==> config.mk <==
export PLATFORM = sky130hd
export DESIGN_NAME = lsu_lsc_ctl
export DESIGN_NICKNAME = d
export VERILOG_FILES = /design/src/design/lsu_pkg.sv /design/src/design/lsu_addrcheck.sv /design/src/design/lsu_agen.sv /design/src/design/lsu_lsc_ctl.sv /design/src/design/lsu_result_ctl.sv /design/src/design/lsu_stage_pipe.sv
export VERILOG_INCLUDE_DIRS = /design/src /design/src/design
export SDC_FILE = /design/constraint.sdc
export NUM_CORES = 1
export LEC_CHECK = 0
export BUFFER_PORTS_ARGS = -buffer_cell sky130_fd_sc_hd__buf_2
export CAP_MARGIN = 20
export CORE_ASPECT_RATIO = 0.9
export CORE_MARGIN = 3
export CORE_UTILIZATION = 50
export CTS_CLUSTER_SIZE = 24
export DETAILED_ROUTE_END_ITERATION = 6
export PLACE_DENSITY = 0.77
export SYNTH_ARGS = -nofsm -noshare
export SYNTH_HDL_FRONTEND = slang
export SYNTH_SLANG_ARGS = --single-unit
==> constraint.sdc <==
create_clock -name clk -period 11.55 [get_ports clk]
set_clock_uncertainty 0.15 [all_clocks]
set_input_delay 2.31 -clock clk [delete_from_list [all_inputs] [get_ports clk]]
set_output_delay 2.31 -clock clk [all_outputs]
set_load 0.03 [all_outputs]
==> src/design/lsu_defines.svh <==
/*
 * LSU data and offset widths
 * Memory map of the DCCM and PIC windows
 */
`ifndef LSU_DEFINES_SVH
`define LSU_DEFINES_SVH

// Datapath widths
`define LSU_XLEN      32
`define LSU_OFFSET_W  12

// DCCM window, 64 KB
`define LSU_DCCM_BASE 32'hF004_0000
`define LSU_DCCM_SIZE 32'h0001_0000

// PIC window, 32 KB
`define LSU_PIC_BASE  32'hF00C_0000
`define LSU_PIC_SIZE  32'h0000_8000

`endif

==> src/design/lsu_pkg.sv <==
/*
 * LSU types: operation, size and exception enums
 * Control packet, region, pipe stage and error packet structs
 */
`default_nettype none
`include "lsu_defines.svh"

package lsu_pkg;

   typedef enum logic {
      LSU_LOAD  = 1'b0,
      LSU_STORE = 1'b1
   } lsu_op_e;

   typedef enum logic [1:0] {
      LSU_BYTE = 2'b00,
      LSU_HALF = 2'b01,
      LSU_WORD = 2'b10
   } lsu_size_e;

   // Misalign is encoded as zero on the error interface
   typedef enum logic {
      LSU_EXC_MISALIGN = 1'b0,
      LSU_EXC_ACCESS   = 1'b1
   } lsu_exc_e;

   typedef struct packed {
      logic      valid;
      lsu_op_e   op;
      lsu_size_e size;
      logic      unsign;
   } lsu_pkt_t;

   typedef struct packed {
      logic in_dccm;
      logic in_pic;
      logic external;
   } lsu_region_t;

   // Everything one pipe stage carries
   typedef struct packed {
      lsu_pkt_t                 pkt;
      logic [`LSU_XLEN-1:0]     addr;
      logic [`LSU_XLEN-1:0]     end_addr;
      lsu_region_t              region;
      logic                     access_fault;
      logic                     misaligned;
      logic [`LSU_XLEN-1:0]     store_data;
   } lsu_stage_t;

   typedef struct packed {
      logic                 exc_valid;
      lsu_op_e              inst_type;
      lsu_exc_e             exc_type;
      logic [`LSU_XLEN-1:0] addr;
   } lsu_error_pkt_t;

endpackage

`default_nettype wire

==> src/design/lsu_addrcheck.sv <==
/*
 * Memory map decode of an access into DCCM, PIC or external
 * Misalignment and access fault checks
 */
`default_nettype none
`include "lsu_defines.svh"

module lsu_addrcheck
   import lsu_pkg::*;
(
   input  logic [`LSU_XLEN-1:0] start_addr,
   input  logic [`LSU_XLEN-1:0] end_addr,
   input  lsu_size_e            size,
   output lsu_region_t          region,
   output logic                 access_fault,
   output logic                 misaligned
);

   logic start_in_dccm, start_in_pic;
   logic end_in_dccm, end_in_pic;
   logic unaligned;

   // Windows are power-of-two sized and aligned to their size
   function automatic logic in_window(input logic [`LSU_XLEN-1:0] addr,
                                      input logic [`LSU_XLEN-1:0] base,
                                      input logic [`LSU_XLEN-1:0] wsize);
      return (addr & ~(wsize - 1'b1)) == base;
   endfunction

   assign start_in_dccm = in_window(start_addr, `LSU_DCCM_BASE, `LSU_DCCM_SIZE);
   assign start_in_pic  = in_window(start_addr, `LSU_PIC_BASE, `LSU_PIC_SIZE);
   assign end_in_dccm   = in_window(end_addr, `LSU_DCCM_BASE, `LSU_DCCM_SIZE);
   assign end_in_pic    = in_window(end_addr, `LSU_PIC_BASE, `LSU_PIC_SIZE);

   assign region.in_dccm  = start_in_dccm;
   assign region.in_pic   = start_in_pic;
   assign region.external = ~start_in_dccm & ~start_in_pic;

   always_comb begin
      case (size)
         LSU_HALF: unaligned = start_addr[0];
         LSU_WORD: unaligned = |start_addr[1:0];
         default:  unaligned = 1'b0;
      endcase
   end

   // DCCM handles unaligned accesses itself
   assign misaligned = unaligned & ~start_in_dccm;

   // Access straddles two regions, or PIC touched with less than a word
   assign access_fault = (start_in_dccm != end_in_dccm) |
                         (start_in_pic != end_in_pic) |
                         (start_in_pic & (size != LSU_WORD));

endmodule

`default_nettype wire

==> src/design/lsu_agen.sv <==
/*
 * Decode to dc1 capture and start/end address generation
 */
`default_nettype none
`include "lsu_defines.svh"

module lsu_agen
   import lsu_pkg::*;
(
   input  logic                     clk,
   input  logic                     rst,
   input  lsu_pkt_t                 lsu_p,
   input  logic [`LSU_XLEN-1:0]     rs1_d,
   input  logic [`LSU_XLEN-1:0]     rs2_d,
   input  logic [`LSU_OFFSET_W-1:0] offset_d,
   input  logic                     flush_dc2_up,
   output lsu_stage_t               stage_dc1
);

   lsu_pkt_t                 pkt_dc1;
   logic [`LSU_XLEN-1:0]     rs1_dc1;
   logic [`LSU_OFFSET_W-1:0] offset_dc1;
   logic [`LSU_XLEN-1:0]     store_data_dc1;
   logic [`LSU_XLEN-1:0]     start_addr_dc1;
   logic [`LSU_XLEN-1:0]     end_addr_dc1;
   logic [1:0]               size_m1_dc1;
   lsu_region_t              region_dc1;
   logic                     access_fault_dc1;
   logic                     misaligned_dc1;

   //**************************************************
   // Decode capture
   //**************************************************
   always_ff @(posedge clk) begin
      if (lsu_p.valid) begin
         pkt_dc1        <= lsu_p;
         rs1_dc1        <= rs1_d;
         offset_dc1     <= offset_d;
         store_data_dc1 <= rs2_d;
      end
      // Valid bit overrides the payload capture
      if (rst) begin
         pkt_dc1.valid <= 1'b0;
      end else begin
         pkt_dc1.valid <= lsu_p.valid & ~flush_dc2_up;
      end
   end

   //**************************************************
   // Address generation
   //**************************************************
   assign start_addr_dc1 = rs1_dc1 +
      {{(`LSU_XLEN-`LSU_OFFSET_W){offset_dc1[`LSU_OFFSET_W-1]}}, offset_dc1};

   always_comb begin
      case (pkt_dc1.size)
         LSU_HALF: size_m1_dc1 = 2'd1;
         LSU_WORD: size_m1_dc1 = 2'd3;
         default:  size_m1_dc1 = 2'd0;
      endcase
   end

   // Last byte touched by the access
   assign end_addr_dc1 = start_addr_dc1 + {{(`LSU_XLEN-2){1'b0}}, size_m1_dc1};

   lsu_addrcheck addrcheck (
      .start_addr   (start_addr_dc1),
      .end_addr     (end_addr_dc1),
      .size         (pkt_dc1.size),
      .region       (region_dc1),
      .access_fault (access_fault_dc1),
      .misaligned   (misaligned_dc1)
   );

   always_comb begin
      stage_dc1.pkt          = pkt_dc1;
      stage_dc1.addr         = start_addr_dc1;
      stage_dc1.end_addr     = end_addr_dc1;
      stage_dc1.region       = region_dc1;
      stage_dc1.access_fault = access_fault_dc1;
      stage_dc1.misaligned   = misaligned_dc1;
      stage_dc1.store_data   = store_data_dc1;
   end

endmodule

`default_nettype wire

==> src/design/lsu_lsc_ctl.sv <==
/*
 * LSU control top: dc1 address generation, dc2-dc5 stages,
 * result and exception control
 */
`default_nettype none
`include "lsu_defines.svh"

module lsu_lsc_ctl
   import lsu_pkg::*;
(
   input  logic                     clk,
   input  logic                     rst,
   input  lsu_pkt_t                 lsu_p,
   input  logic [`LSU_XLEN-1:0]     rs1_d,
   input  logic [`LSU_XLEN-1:0]     rs2_d,
   input  logic [`LSU_OFFSET_W-1:0] offset_d,
   input  logic                     flush_dc2_up,
   input  logic                     flush_dc3,
   input  logic                     flush_dc4,
   input  logic                     flush_dc5,
   input  logic [`LSU_XLEN-1:0]     ld_data_dc3,
   input  logic [`LSU_XLEN-1:0]     bus_read_data_dc3,
   input  logic                     ld_bus_error_dc3,
   output logic                     lsu_exc_dc2,
   output lsu_error_pkt_t           lsu_error_pkt_dc3,
   output logic [`LSU_XLEN-1:0]     lsu_result_dc3,
   output logic [`LSU_XLEN-1:0]     lsu_result_dc4,
   output logic [`LSU_XLEN-1:0]     lsu_addr_dc3,
   output lsu_region_t              region_dc3,
   output logic [`LSU_XLEN-1:0]     lsu_addr_dc5,
   output logic [`LSU_XLEN-1:0]     store_data_dc5,
   output logic                     lsu_commit_dc5
);

   lsu_stage_t stage_dc1, stage_dc2, stage_dc3, stage_dc4, stage_dc5;

   lsu_agen agen (
      .clk, .rst, .lsu_p, .rs1_d, .rs2_d, .offset_d, .flush_dc2_up,
      .stage_dc1 (stage_dc1)
   );

   lsu_stage_pipe pipe (
      .clk, .rst, .stage_dc1, .flush_dc2_up, .flush_dc3, .flush_dc4,
      .stage_dc2 (stage_dc2),
      .stage_dc3 (stage_dc3),
      .stage_dc4 (stage_dc4),
      .stage_dc5 (stage_dc5)
   );

   lsu_result_ctl result_ctl (
      .clk, .rst, .stage_dc2, .stage_dc3, .stage_dc5,
      .ld_data_dc3, .bus_read_data_dc3, .ld_bus_error_dc3,
      .flush_dc3, .flush_dc5,
      .lsu_exc_dc2, .lsu_error_pkt_dc3, .lsu_result_dc3, .lsu_result_dc4,
      .lsu_commit_dc5
   );

   // Address and data down the pipe
   assign lsu_addr_dc3   = stage_dc3.addr;
   assign region_dc3     = stage_dc3.region;
   assign lsu_addr_dc5   = stage_dc5.addr;
   assign store_data_dc5 = stage_dc5.store_data;

endmodule

`default_nettype wire

==> src/design/lsu_result_ctl.sv <==
/*
 * Load data select and format, dc4 result register
 * Exception and error packet generation, commit
 */
`default_nettype none
`include "lsu_defines.svh"

module lsu_result_ctl
   import lsu_pkg::*;
(
   input  logic                 clk,
   input  logic                 rst,
   input  lsu_stage_t           stage_dc2,
   input  lsu_stage_t           stage_dc3,
   input  lsu_stage_t           stage_dc5,
   input  logic [`LSU_XLEN-1:0] ld_data_dc3,
   input  logic [`LSU_XLEN-1:0] bus_read_data_dc3,
   input  logic                 ld_bus_error_dc3,
   input  logic                 flush_dc3,
   input  logic                 flush_dc5,
   output logic                 lsu_exc_dc2,
   output lsu_error_pkt_t       lsu_error_pkt_dc3,
   output logic [`LSU_XLEN-1:0] lsu_result_dc3,
   output logic [`LSU_XLEN-1:0] lsu_result_dc4,
   output logic                 lsu_commit_dc5
);

   logic [`LSU_XLEN-1:0] ld_datafn_dc3;
   logic                 sx;

   //**************************************************
   // Load data formatting
   //**************************************************
   assign ld_datafn_dc3 = stage_dc3.region.external ? bus_read_data_dc3 : ld_data_dc3;

   always_comb begin
      sx = ~stage_dc3.pkt.unsign;
      case (stage_dc3.pkt.size)
         LSU_BYTE:
            lsu_result_dc3 = {{(`LSU_XLEN-8){sx & ld_datafn_dc3[7]}}, ld_datafn_dc3[7:0]};
         LSU_HALF:
            lsu_result_dc3 = {{(`LSU_XLEN-16){sx & ld_datafn_dc3[15]}}, ld_datafn_dc3[15:0]};
         default:
            lsu_result_dc3 = ld_datafn_dc3;
      endcase
   end

   always_ff @(posedge clk) begin
      if (rst) begin
         lsu_result_dc4 <= '0;
      end else begin
         lsu_result_dc4 <= lsu_result_dc3;
      end
   end

   //**************************************************
   // Exceptions and commit
   //**************************************************
   // Early warning to decode, one stage ahead of the packet
   assign lsu_exc_dc2 = stage_dc2.pkt.valid & (stage_dc2.access_fault | stage_dc2.misaligned);

   assign lsu_error_pkt_dc3.exc_valid = stage_dc3.pkt.valid & ~flush_dc3 &
      (stage_dc3.access_fault | stage_dc3.misaligned | ld_bus_error_dc3);
   assign lsu_error_pkt_dc3.inst_type = stage_dc3.pkt.op;
   assign lsu_error_pkt_dc3.exc_type  = stage_dc3.misaligned ? LSU_EXC_MISALIGN : LSU_EXC_ACCESS;
   assign lsu_error_pkt_dc3.addr      = stage_dc3.addr;

   // A dc5 flush still allows the writeback to be dropped here
   assign lsu_commit_dc5 = stage_dc5.pkt.valid & ~flush_dc5;

endmodule

`default_nettype wire

==> src/design/lsu_stage_pipe.sv <==
/*
 * Stage registers dc2 to dc5
 * Flush kills the valid bit on each transfer
 */
`default_nettype none

module lsu_stage_pipe
   import lsu_pkg::*;
(
   input  logic       clk,
   input  logic       rst,
   input  lsu_stage_t stage_dc1,
   input  logic       flush_dc2_up,
   input  logic       flush_dc3,
   input  logic       flush_dc4,
   output lsu_stage_t stage_dc2,
   output lsu_stage_t stage_dc3,
   output lsu_stage_t stage_dc4,
   output lsu_stage_t stage_dc5
);

   lsu_stage_t stage_q  [2:5];
   lsu_stage_t stage_in [2:5];
   logic [5:2] kill;

   // Kill bit for the transfer into each stage
   //   dc1->dc2 and dc2->dc3 by flush_dc2_up
   //   dc3->dc4 by flush_dc3, dc4->dc5 by flush_dc4
   assign kill = {flush_dc4, flush_dc3, flush_dc2_up, flush_dc2_up};

   //**************************************************
   // Next stage contents
   //**************************************************
   always_comb begin
      stage_in[2] = stage_dc1;
      for (int i = 3; i <= 5; i++) begin
         stage_in[i] = stage_q[i-1];
      end
      for (int i = 2; i <= 5; i++) begin
         stage_in[i].pkt.valid = stage_in[i].pkt.valid & ~kill[i];
      end
   end

   //**************************************************
   // Stage registers
   //**************************************************
   always_ff @(posedge clk) begin
      for (int i = 2; i <= 5; i++) begin
         stage_q[i] <= stage_in[i];
         // Only the valid bit is control state
         if (rst) begin
            stage_q[i].pkt.valid <= 1'b0;
         end
      end
   end

   assign stage_dc2 = stage_q[2];
   assign stage_dc3 = stage_q[3];
   assign stage_dc4 = stage_q[4];
   assign stage_dc5 = stage_q[5];

endmodule

`default_nettype wire

==> metrics.txt, run 1 <==
Final Net Count=1434; commonest non-fill, non-tap cell in the layout=buf_2; Avg WL per Cell=16.6 um; hold_ws=0.170 ns; Distinct cells, synth=69; slowest CP cell=mux2i_1; Tcrit/Tclk final=54.2%; Die Width=175 um; Pint=2.55 mW; initial core utilization=51.1%; Root Driver=clkbuf_16; Worst-path clk slew=0.06 ns; Max VDD drop=0.140 mV; post-synth top area cell=dfxtp_1; part of the power in registers=46.5%; Overall Global Routing Usage=18.2%; Max FO, Critical Path=26; Crit. End Element=primary output; Final Cell Area=15300 um^2; Clk pwr share=33.7%; Yosys top cell area share=48.2%; hold buffers post-CTS=0; Crit path max-delay family=buffers and inverters; TritonCTS Sinks=391; fraction of registers with async set/reset=0%; first-pass GRT wire length=39.5 mm; largest cells by area after synthesis=dfxtp_1 (48%), edfxtp_1 (19%), buf_4 (7.7%); Core ar.=25300 um^2; Ports=352; placed cell area=14000 um^2; CP required=9.09 ns; CP startpoint kind=input pin; fin cells=1619; initial antenna violation count=4; Fin Setup TNS=0 ns; prevailing post-synth register cell=dfxtp_1; # H-tree levels=2; Max Cap Viol=0; clock insertion delay at the later pin of the skew report=0.52 ns; largest net degree at the start of global routing=63; Die H=158 um; setup bufs post-CTS=0; drt first pass iters=5; Hold Vio Cnt, Final=0; post-CTS resize count=0; slew at the pin with the worst max-slew slack=0.786 ns; post-route ant nets=0; Vias per Instance=4.88; TritonCTS buffer count=37; Layout Area Growth over Synthesis=18.5%; worst hold path class=reg2reg; Avg Inst Size Synth=12.7 um^2; flop and latch count out of synthesis=391; CP bufs+invs=3; static leakage=6.91 nW; proportion of layout cells with a drive suffix above 1=35.7%; Slew Viols, Final=0; Critical Path, Cell by Cell=buf_2 > mux2i_1 > nand2_1 > o211ai_1 > buf_4 > nand2_1 > buf_2; # setup viols final=0; final WL=26.9 mm; NetSw=1.09 mW; crit path time final=6.26 ns; vias post-DR=7901; Comb pwr share=19.8%; GRT overflow=0; TritonCTS clock tree=done; Post-Synthesis Cells=1017; vias in the first global route=7360; # rows=55; commonest cells after routing, fill and taps aside=buf_2 (350), dfxtp_1 (311), edfxtp_1 (80), nand2_1 (73), a21oi_1 (49); Seq/Total Area, Yosys=66.9%; fin util=60.6%; Max Fclk=160 MHz; PortBufs=351; worst endpoint data arrival time=3.80 ns; Post-route DRC=0; status=finished, final reports clean; relative slew slack=47.6%; Max Buffers Root-to-Sink=3; Starting DRT DRC Count=428; die area=27800 um^2; switching part of the total=30.0%; final RePlAce weighted congestion=0.854; PwrDens=238 nW/um^2; Cells after DPL=1550; Post-synth EDFFs=80; Syn Nets=1204; HPWL Detailed=20.4 mm; Setup CP Type=in2out; Syn Std Cell Area=12900 um^2; yosys warns=0; RSZ-0062 raised after global routing=false; CP max stage delay=0.41 ns
area by class of cell:
| class | count | area (um^2) |
|---|---|---|
| timing repair buffer | 354 | 1780 |
| clock inverter | 14 | 181 |
| antenna | 2 | 5.00 |
| fill | 2006 | 9960 |
| tap | 342 | 428 |
| sequential | 391 | 8630 |
| clock buffer | 53 | 1110 |
| inverter | 14 | 52.6 |
| multi-input combinational | 449 | 3110 |
Yosys cell counts (4+ instances only):
cell type / number
o2111ai_1: 4
o21ai_0: 27
nor4_1: 7
nor3_1: 5
xor2_1: 12
mux2i_1: 11
a31oi_1: 4
clkbuf_1: 24
nor2b_1: 19
o21a_1: 6
mux2_2: 24
buf_2: 6
o211ai_1: 9
xnor2_1: 10
nor2_1: 35
a21o_1: 14
and3_1: 7
nand3_1: 13
inv_1: 14
a21oi_1: 49
dfxtp_1: 311
ha_1: 34
and4_1: 6
edfxtp_1: 80
buf_4: 132
nand4_1: 11
a211oi_1: 4
and2_1: 8
nand2_1: 73
metal layers:
| metal | vias up | wire length, um | track usage, % |
|---|---|---|---|
| li1 | 3857 | - | - |
| met1 | 3661 | 10100 | 20.1 |
| met2 | 322 | 14100 | 34.1 |
| met3 | 59 | 1890 | 4.12 |
| met4 | 2 | 832 | 7.41 |
| met5 | - | 13 | 0 |
path summary, 6_finish.rpt:
check | from | endpoint | slack [ns] | cells past startpoint
worst max-delay path | bus_read_data_dc3[15] | lsu_result_dc3[22] | 5.29 | 7
worst min-delay path | pipe.stage_q[1][70]$_DFF_P_ | pipe.stage_q[1][176]$_DFF_P_ | 0.17 | 0
worst max register to register | agen.offset_dc1[11]$_DFFE_PP_ | pipe.stage_q[1][33]$_DFF_P_ | 7.06 | 12
worst min register to register | pipe.stage_q[1][70]$_DFF_P_ | pipe.stage_q[1][176]$_DFF_P_ | 0.17 | 0
cell families (layout without fill, tap and decap cells):
group / after synthesis / after routing / synth area share (%)
flip-flops: 391 / 391 / 66.9
AND/OR/NAND/NOR: 204 / 204 / 8.10
buffers and inverters: 177 / 435 / 9.06
AO/OA/AOI/OAI: 152 / 152 / 7.92
adder cells (fa/ha/maj): 35 / 35 / 3.45
multiplexers: 35 / 35 / 2.95
XOR/XNOR: 23 / 23 / 1.67
other: 0 / 2 / 0
flip-flops by register name, summed over array words and instances (netlist names):
signal	flops
agen.offset_dc1	12
agen.rs1_dc1	32
agen.stage_dc1	5
agen.store_data_dc1	32
pipe.stage_q	278
result_ctl.lsu_result_dc4	32
through the flow:
step	setup slack (ns)	total power, mW
global route	5.17	3.80
global placement	5.37	2.43
CTS	5.29	3.67
finish	5.29	3.64
detailed placement	5.30	2.44
floorplan	5.57	2.35
power groups by stage:
stage / clock network [mW] / registers, mW / logic, mW
detailed placement: 0 / 1.72 / 0.721
finish: 1.22 / 1.69 / 0.722
global route: 1.32 / 1.71 / 0.767
floorplan: 0 / 1.70 / 0.643
global placement: 0 / 1.71 / 0.711
CTS: 1.26 / 1.69 / 0.723
No activity file was read; power rests on OpenSTA's default activity.
==> inputs of run 2 (changes only) <==
--- a/config.mk
+++ b/config.mk
@@ -6,14 +6,15 @@
 export SDC_FILE = /design/constraint.sdc
 export NUM_CORES = 1
 export LEC_CHECK = 0
+export ABC_AREA = 1
 export BUFFER_PORTS_ARGS = -buffer_cell sky130_fd_sc_hd__buf_2
 export CAP_MARGIN = 20
 export CORE_ASPECT_RATIO = 0.9
 export CORE_MARGIN = 3
-export CORE_UTILIZATION = 50
+export CORE_UTILIZATION = 48
 export CTS_CLUSTER_SIZE = 24
 export DETAILED_ROUTE_END_ITERATION = 6
-export PLACE_DENSITY = 0.77
+export PLACE_DENSITY = 0.76
 export SYNTH_ARGS = -nofsm -noshare
 export SYNTH_HDL_FRONTEND = slang
 export SYNTH_SLANG_ARGS = --single-unit
==> constraint.sdc (replaced) <==
create_clock -name clk -period 5.7 [get_ports clk]
set_clock_uncertainty 0.15 [all_clocks]
set_input_delay 1.14 -clock clk [delete_from_list [all_inputs] [get_ports clk]]
set_output_delay 1.14 -clock clk [all_outputs]
set_load 0.03 [all_outputs]
==> metrics.txt, run 2 <==
worst endpoint data arrival time=3.33 ns (-0.47 ns); relative slew slack=36.4% (-11 points); slowest CP cell=a21oi_1; yosys warns=0 (unchanged); vias post-DR=10100 (+27%); TritonCTS buffer count=37 (unchanged); PortBufs=351 (unchanged); CP required=4.41 ns (-4.68 ns); Hold Crit Start=pipe.stage_q[1][69]$_DFF_P_; final RePlAce weighted congestion=0.934 (+9.3%); Biggest register=pipe.stage_q; Synth Area in Compound Gates=3.10% (-4.8 points); TritonCTS Sinks=391 (unchanged); RSZ-0062 raised after global routing=false; Crit. End Element=primary output; Worst path depth=9 (+2); Post-Synthesis Cells=1516 (+49%); static leakage=8.43 nW (+22%); Die H=169 um (+7.0%); drt first pass iters=5 (unchanged); final WL=32.8 mm (+22%); post-route ant nets=0 (unchanged); Post-Synth XOR/XNOR Area=0.123% (-1.5 points); CP bufs+invs=4 (+1); worst hold path class=reg2reg; Starting DRT DRC Count=519 (+21%); hold buffers post-CTS=0 (unchanged); Post-route DRC=0 (unchanged); PwrDens=442 nW/um^2 (+86%); Synth Area in Adders=3.12% (-0.33 points); Max VDD drop=0.261 mV (+87%); crit path time final=4.62 ns; Cells after DPL=2122 (+37%); Setup CP Type=reg2out; total power draw=7.43 mW (+100%); GRT overflow=0 (unchanged); main combinational cell family by area after synthesis=simple AND/OR/NAND/NOR gates; Largest register FFs=278 (unchanged); die area=31800 um^2 (+15%); Syn Nets=1703 (+41%); fin cells=2191 (+35%); post-synth top area cell=dfxtp_1; hold_ws=0.153 ns (-0.0171 ns); mux cell area share after synthesis=0% (-2.9 points); # H-tree levels=2 (unchanged); HPWL Detailed=25.8 mm (+27%); commonest non-fill, non-tap cell in the layout=nand2_1; Yosys top cell area share=43.7% (-4.6 points); TritonCTS clock tree=done; Root Driver=clkbuf_16; # setup viols final=0 (unchanged); initial antenna violation count=2 (-2); Hold Vio Cnt, Final=0 (unchanged); Layout Area Growth over Synthesis=18.0%; Post-synth EDFFs=80 (unchanged); prevailing post-synth register cell=dfxtp_1; initial core utilization=49.0% (-2.1 points); status=finished, final reports clean; Avg WL per Cell=15.0 um (-10%); Syn Std Cell Area=14300 um^2 (+10%); CP startpoint kind=flip-flop; Worst Hold Depth=0 (unchanged); Max FO, Critical Path=34 (+31%); post-CTS resize count=0 (unchanged); top-count cell post-synth=nand2_1; # rows=59 (+7.3%); vias in the first global route=9533 (+30%); post-synthesis simple-gate area fraction=20.8% (+13 points); Seq/Total Area, Yosys=60.5% (-6.3 points); Max Cap Viol=0 (unchanged); Crit path max-delay family=compound AO/OA/AOI/OAI gates; commonest cells after routing, fill and taps aside=nand2_1 (387), buf_2 (350), dfxtp_1 (311), inv_1 (177), nor2_1 (102); Fin Setup TNS=0 ns (unchanged); fraction of registers with async set/reset=0% (unchanged); setup bufs post-CTS=0 (unchanged); clock insertion delay at the later pin of the skew report=0.54 ns (+0.02 ns); Worst Setup SP=pipe.stage_q[1][140]$_DFF_P_; first-pass GRT wire length=50.1 mm (+27%); flop and latch count out of synthesis=391 (unchanged); Max Buffers Root-to-Sink=3 (unchanged); top cells by count, synth=nand2_1 (387), dfxtp_1 (311), inv_1 (177); proportion of layout cells with a drive suffix above 1=27.4% (-8.3 points); Worst-path clk slew=0.06 ns (about the same); Overall Global Routing Usage=19.9% (+1.7 points); Critical Path, Cell by Cell=buf_4 > inv_1 > buf_4 > or2_2 > o21ai_0 > nor3_1 > a21oi_1 > o21ai_0 > buf_2; Slew Viols, Final=0 (unchanged); Distinct cells, synth=39 (-43%); slew at the pin with the worst max-slew slack=0.954 ns (+0.167 ns); Max Fclk=216 MHz; Ports=352 (unchanged); Final Net Count=1952 (+36%); Die Width=188 um (+7.0%); largest cells by area after synthesis=dfxtp_1 (44%), edfxtp_1 (17%), nand2_1 (10%); R2R cell count=22 (+10); Tcrit/Tclk final=81.1%; Core ar.=29100 um^2 (+15%); largest net degree at the start of global routing=48 (-24%); Avg Inst Size Synth=9.40 um^2 (-26%); FF-to-FF Start=agen.offset_dc1[11]$_DFFE_PP_; CP max stage delay=0.75 ns (+0.34 ns); Vias per Instance=4.59 (-6.0%)
run 2: per-layer routing:
metal	vias to the layer above	share of wire, %	GRT usage, %
li1	5122	-	-
met1	4506	38	22.4
met5	-	0	0
met4	0	4.0	8.48
met3	78	6.9	4.50
met2	348	51	36.6
run 2: final timing paths:
kind | end | slack, ns
max | lsu_result_dc3[17] | 1.08
min | pipe.stage_q[1][175]$_DFF_P_ | 0.15
max reg2reg | pipe.stage_q[1][33]$_DFF_P_ | 1.80
min reg2reg | pipe.stage_q[1][175]$_DFF_P_ | 0.15
run 2: kinds of logic after synthesis:
kind of cell	Yosys count
flops	391
buf+inv	335
compound gates	84
fa+ha+maj	35
simple gates	669
xor+xnor	2
run 2: final cells by class:
type                    count  area, um^2
well taps                 396         495
inverters                 191         717
flip-flops and latches    391        8630
diodes                      1        2.50
fillers                  2574       12300
multi-input cells         790        3870
repair buffers            354        1780
clock inverters            11         201
clock buffers              57        1120
run 2: power by group:
group | switching, mW | internal [mW]
sequential | 0.147 | 3.21
combinational | 1.13 | 0.410
clock | 1.02 | 1.52
run 2: worst reg2reg max path, cell delays in order (launching register included):
cell      delay [ns]
edfxtp_1        0.71
ha_1            0.58
nand2_1         0.14
inv_1           0.10
nand2_1         0.06
nor2_1          0.27
nand4_1         0.19
nand3_1         0.15
nand2_1         0.06
nand2_1         0.19
nand2_1         0.12
nor2_1          0.16
nand3_1         0.09
nor2_1          0.16
nand3_1         0.09
nand2_1         0.09
nand2_1         0.09
nor2_4          0.14
nand3_1         0.08
nand2_1         0.06
nand2_1         0.05
inv_1           0.04
nand2_1         0.04
run 2: through the flow:
| stage | util (%) | setup WS, ns | area [um^2] |
|---|---|---|---|
| 6_report | 57.8 | 1.08 | 16800 |
| 5_1_grt | 57.8 | 0.748 | 16800 |
| 4_1_cts | 57.8 | 1.08 | 16800 |
| 3_5_place_dp | 53.3 | 1.33 | 15500 |
| 3_3_place_gp | 53.3 | 1.50 | 15500 |
| 2_1_floorplan | - | 1.90 | 14300 |
==> inputs of run 3 (changes only) <==
==> constraint.sdc (replaced) <==
create_clock -name clk -period 3.98 [get_ports clk]
set_clock_uncertainty 0.15 [all_clocks]
set_input_delay 0.796 -clock clk [delete_from_list [all_inputs] [get_ports clk]]
set_output_delay 0.796 -clock clk [all_outputs]
set_load 0.03 [all_outputs]
==> metrics.txt, run 3 (synthesized netlist as in run 2, its figures left out) <==
status=finished, final reports clean; first-pass GRT wire length=51.7 mm (+3.3%); Post-route DRC=0 (unchanged); total power draw=10.4 mW (+40%); hold_ws=0.151 ns (-0.00152 ns); FF-to-FF Start=agen.offset_dc1[0]$_DFFE_PP_; Die H=169 um (unchanged); fin util=57.7% (-0.14 points); r2r endpoint=pipe.stage_q[1][33]$_DFF_P_; hold buffers post-CTS=0 (unchanged); Die Width=188 um (unchanged); proportion of layout cells with a drive suffix above 1=28.0% (+0.66 points); Crit. End Element=primary output; HPWL Detailed=26.7 mm (+3.4%); relative slew slack=60.9% (+24 points); drt first pass iters=6 (+1); Slew Viols, Final=0 (unchanged); R2R setup slack=0.35 ns (-1.45 ns); slowest CP cell=buf_4; CP required=3.03 ns (-1.38 ns); Critical Path, Cell by Cell=buf_4 > inv_1 > or2_2 > o21ai_0 > nor3_1 > a21oi_1 > buf_4 > o21ai_0 > buf_2; Max VDD drop=0.365 mV (+40%); fin cells=2200 (+0.41%); Max Buffers Root-to-Sink=3 (unchanged); GR peak layer=met2; worst hold path class=reg2reg; slew at the pin with the worst max-slew slack=0.586 ns (-0.368 ns); PwrDens=621 nW/um^2 (+41%); met3 usage=4.40% (-0.10 points); Max Cap Viol=0 (unchanged); Worst Hold Depth=0 (unchanged); Fin Setup TNS=0 ns (unchanged); vias in the first global route=9825 (+3.1%); Ports=352 (unchanged); commonest non-fill, non-tap cell in the layout=nand2_1; Avg WL per Cell=15.4 um (+3.2%); clock insertion delay at the later pin of the skew report=0.55 ns (about the same); # setup viols final=0 (unchanged); TritonCTS clock tree=done; GR Util met1=23.8% (+1.4 points); Starting DRT DRC Count=524 (+0.96%); RSZ-0062 raised after global routing=false; Setup CP Type=reg2out; TritonCTS Sinks=391 (unchanged); vias post-DR=10100 (+0.87%); Max Fclk=275 MHz; Worst Setup SP=pipe.stage_q[1][140]$_DFF_P_; largest net degree at the start of global routing=82 (+71%); Overall Global Routing Usage=20.7% (+0.81 points); Core ar.=29100 um^2 (unchanged); Biggest register=pipe.stage_q; Root Driver=clkbuf_16; Max FO, Critical Path=34 (unchanged); commonest cells after routing, fill and taps aside=nand2_1 (387), buf_2 (350), dfxtp_1 (311), inv_1 (178), nor2_1 (101); CP startpoint kind=flip-flop; # rows=59 (unchanged); TritonCTS buffer count=37 (unchanged); final RePlAce weighted congestion=0.929 (-0.51%); Worst-path clk slew=0.07 ns (about the same); worst endpoint data arrival time=2.69 ns (-0.64 ns); # H-tree levels=2 (unchanged); GRT overflow=0 (unchanged); Cells after DPL=2128 (+0.28%); Hold Vio Cnt, Final=0 (unchanged); Layout Area Growth over Synthesis=17.7%; R2R cell count=22 (unchanged); Largest register FFs=278 (unchanged); Final Net Count=1960 (+0.41%); static leakage=8.43 nW (about the same); die area=31800 um^2 (unchanged); Tcrit/Tclk final=91.2%; crit path to=lsu_result_dc3[16]; initial antenna violation count=2 (unchanged); met2 usage=38.1% (+1.5 points); initial core utilization=49.0% (unchanged); Vias per Instance=4.61 (+0.45%); CP max stage delay=0.31 ns (-0.44 ns); final WL=33.9 mm (+3.6%); crit path time final=3.63 ns; PortBufs=351 (unchanged); post-route ant nets=0 (unchanged)
run 3: worst max-delay path, delay by kind of cell, from the launching register on:
| family | cells | cell delay [ns] |
|---|---|---|
| DFF | 1 | 0.30 |
| AOI/OAI and AO/OA | 3 | 0.58 |
| and+or+nand+nor | 2 | 0.40 |
| buffers and inverters | 4 | 0.86 |
run 3: area by class of cell:
class | count | area (um^2)
flip-flops and latches | 391 | 8630
clock buffers | 50 | 1040
multi-input cells | 790 | 3880
fillers | 2614 | 12300
well taps | 396 | 495
inverters | 191 | 717
clock inverters | 18 | 164
repair buffers | 362 | 1850
diodes | 2 | 5.00
run 3: worst min-delay path by stage:
| stage | end | slack, ns | start |
|---|---|---|---|
| CTS | pipe.stage_q[1][177]$_DFF_P_ | 0.15 | pipe.stage_q[1][71]$_DFF_P_ |
| detailed placement | pipe.stage_q[1][111]$_DFF_P_ | 0.16 | pipe.stage_q[1][5]$_DFF_P_ |
| global route | pipe.stage_q[1][177]$_DFF_P_ | 0.16 | pipe.stage_q[1][71]$_DFF_P_ |
| global placement | pipe.stage_q[2][110]$_DFF_P_ | 0.16 | pipe.stage_q[2][4]$_DFF_P_ |
| finish | pipe.stage_q[1][177]$_DFF_P_ | 0.15 | pipe.stage_q[1][71]$_DFF_P_ |
| floorplan | pipe.stage_q[1][106]$_DFF_P_ | 0.16 | pipe.stage_q[1][0]$_DFF_P_ |
run 3: power by group:
group / internal [mW] / switching, mW / total, mW
Combinational: 0.597 / 1.64 / 2.24
Sequential: 4.59 / 0.210 / 4.80
Clock: 1.88 / 1.51 / 3.38
run 3: repair_timing:
action	4_1_cts	5_1_grt
buffers inserted	0	2
resized for setup	0	3
endpoints found under the setup margin	0	1
run 3: stage by stage:
step           instance area (um^2)  setup slack [ns]
6_report                      16800             0.349
5_1_grt                       16800            0.0287
4_1_cts                       16800             0.132
3_5_place_dp                  15600             0.148
3_3_place_gp                  15600             0.161
2_1_floorplan                 14300             0.788
run 3: layer usage:
layer,vias to the layer above,wire [um]
met3,75,2190
li1,5137,-
met4,2,1150
met5,-,13
met2,330,17100
met1,4597,13500
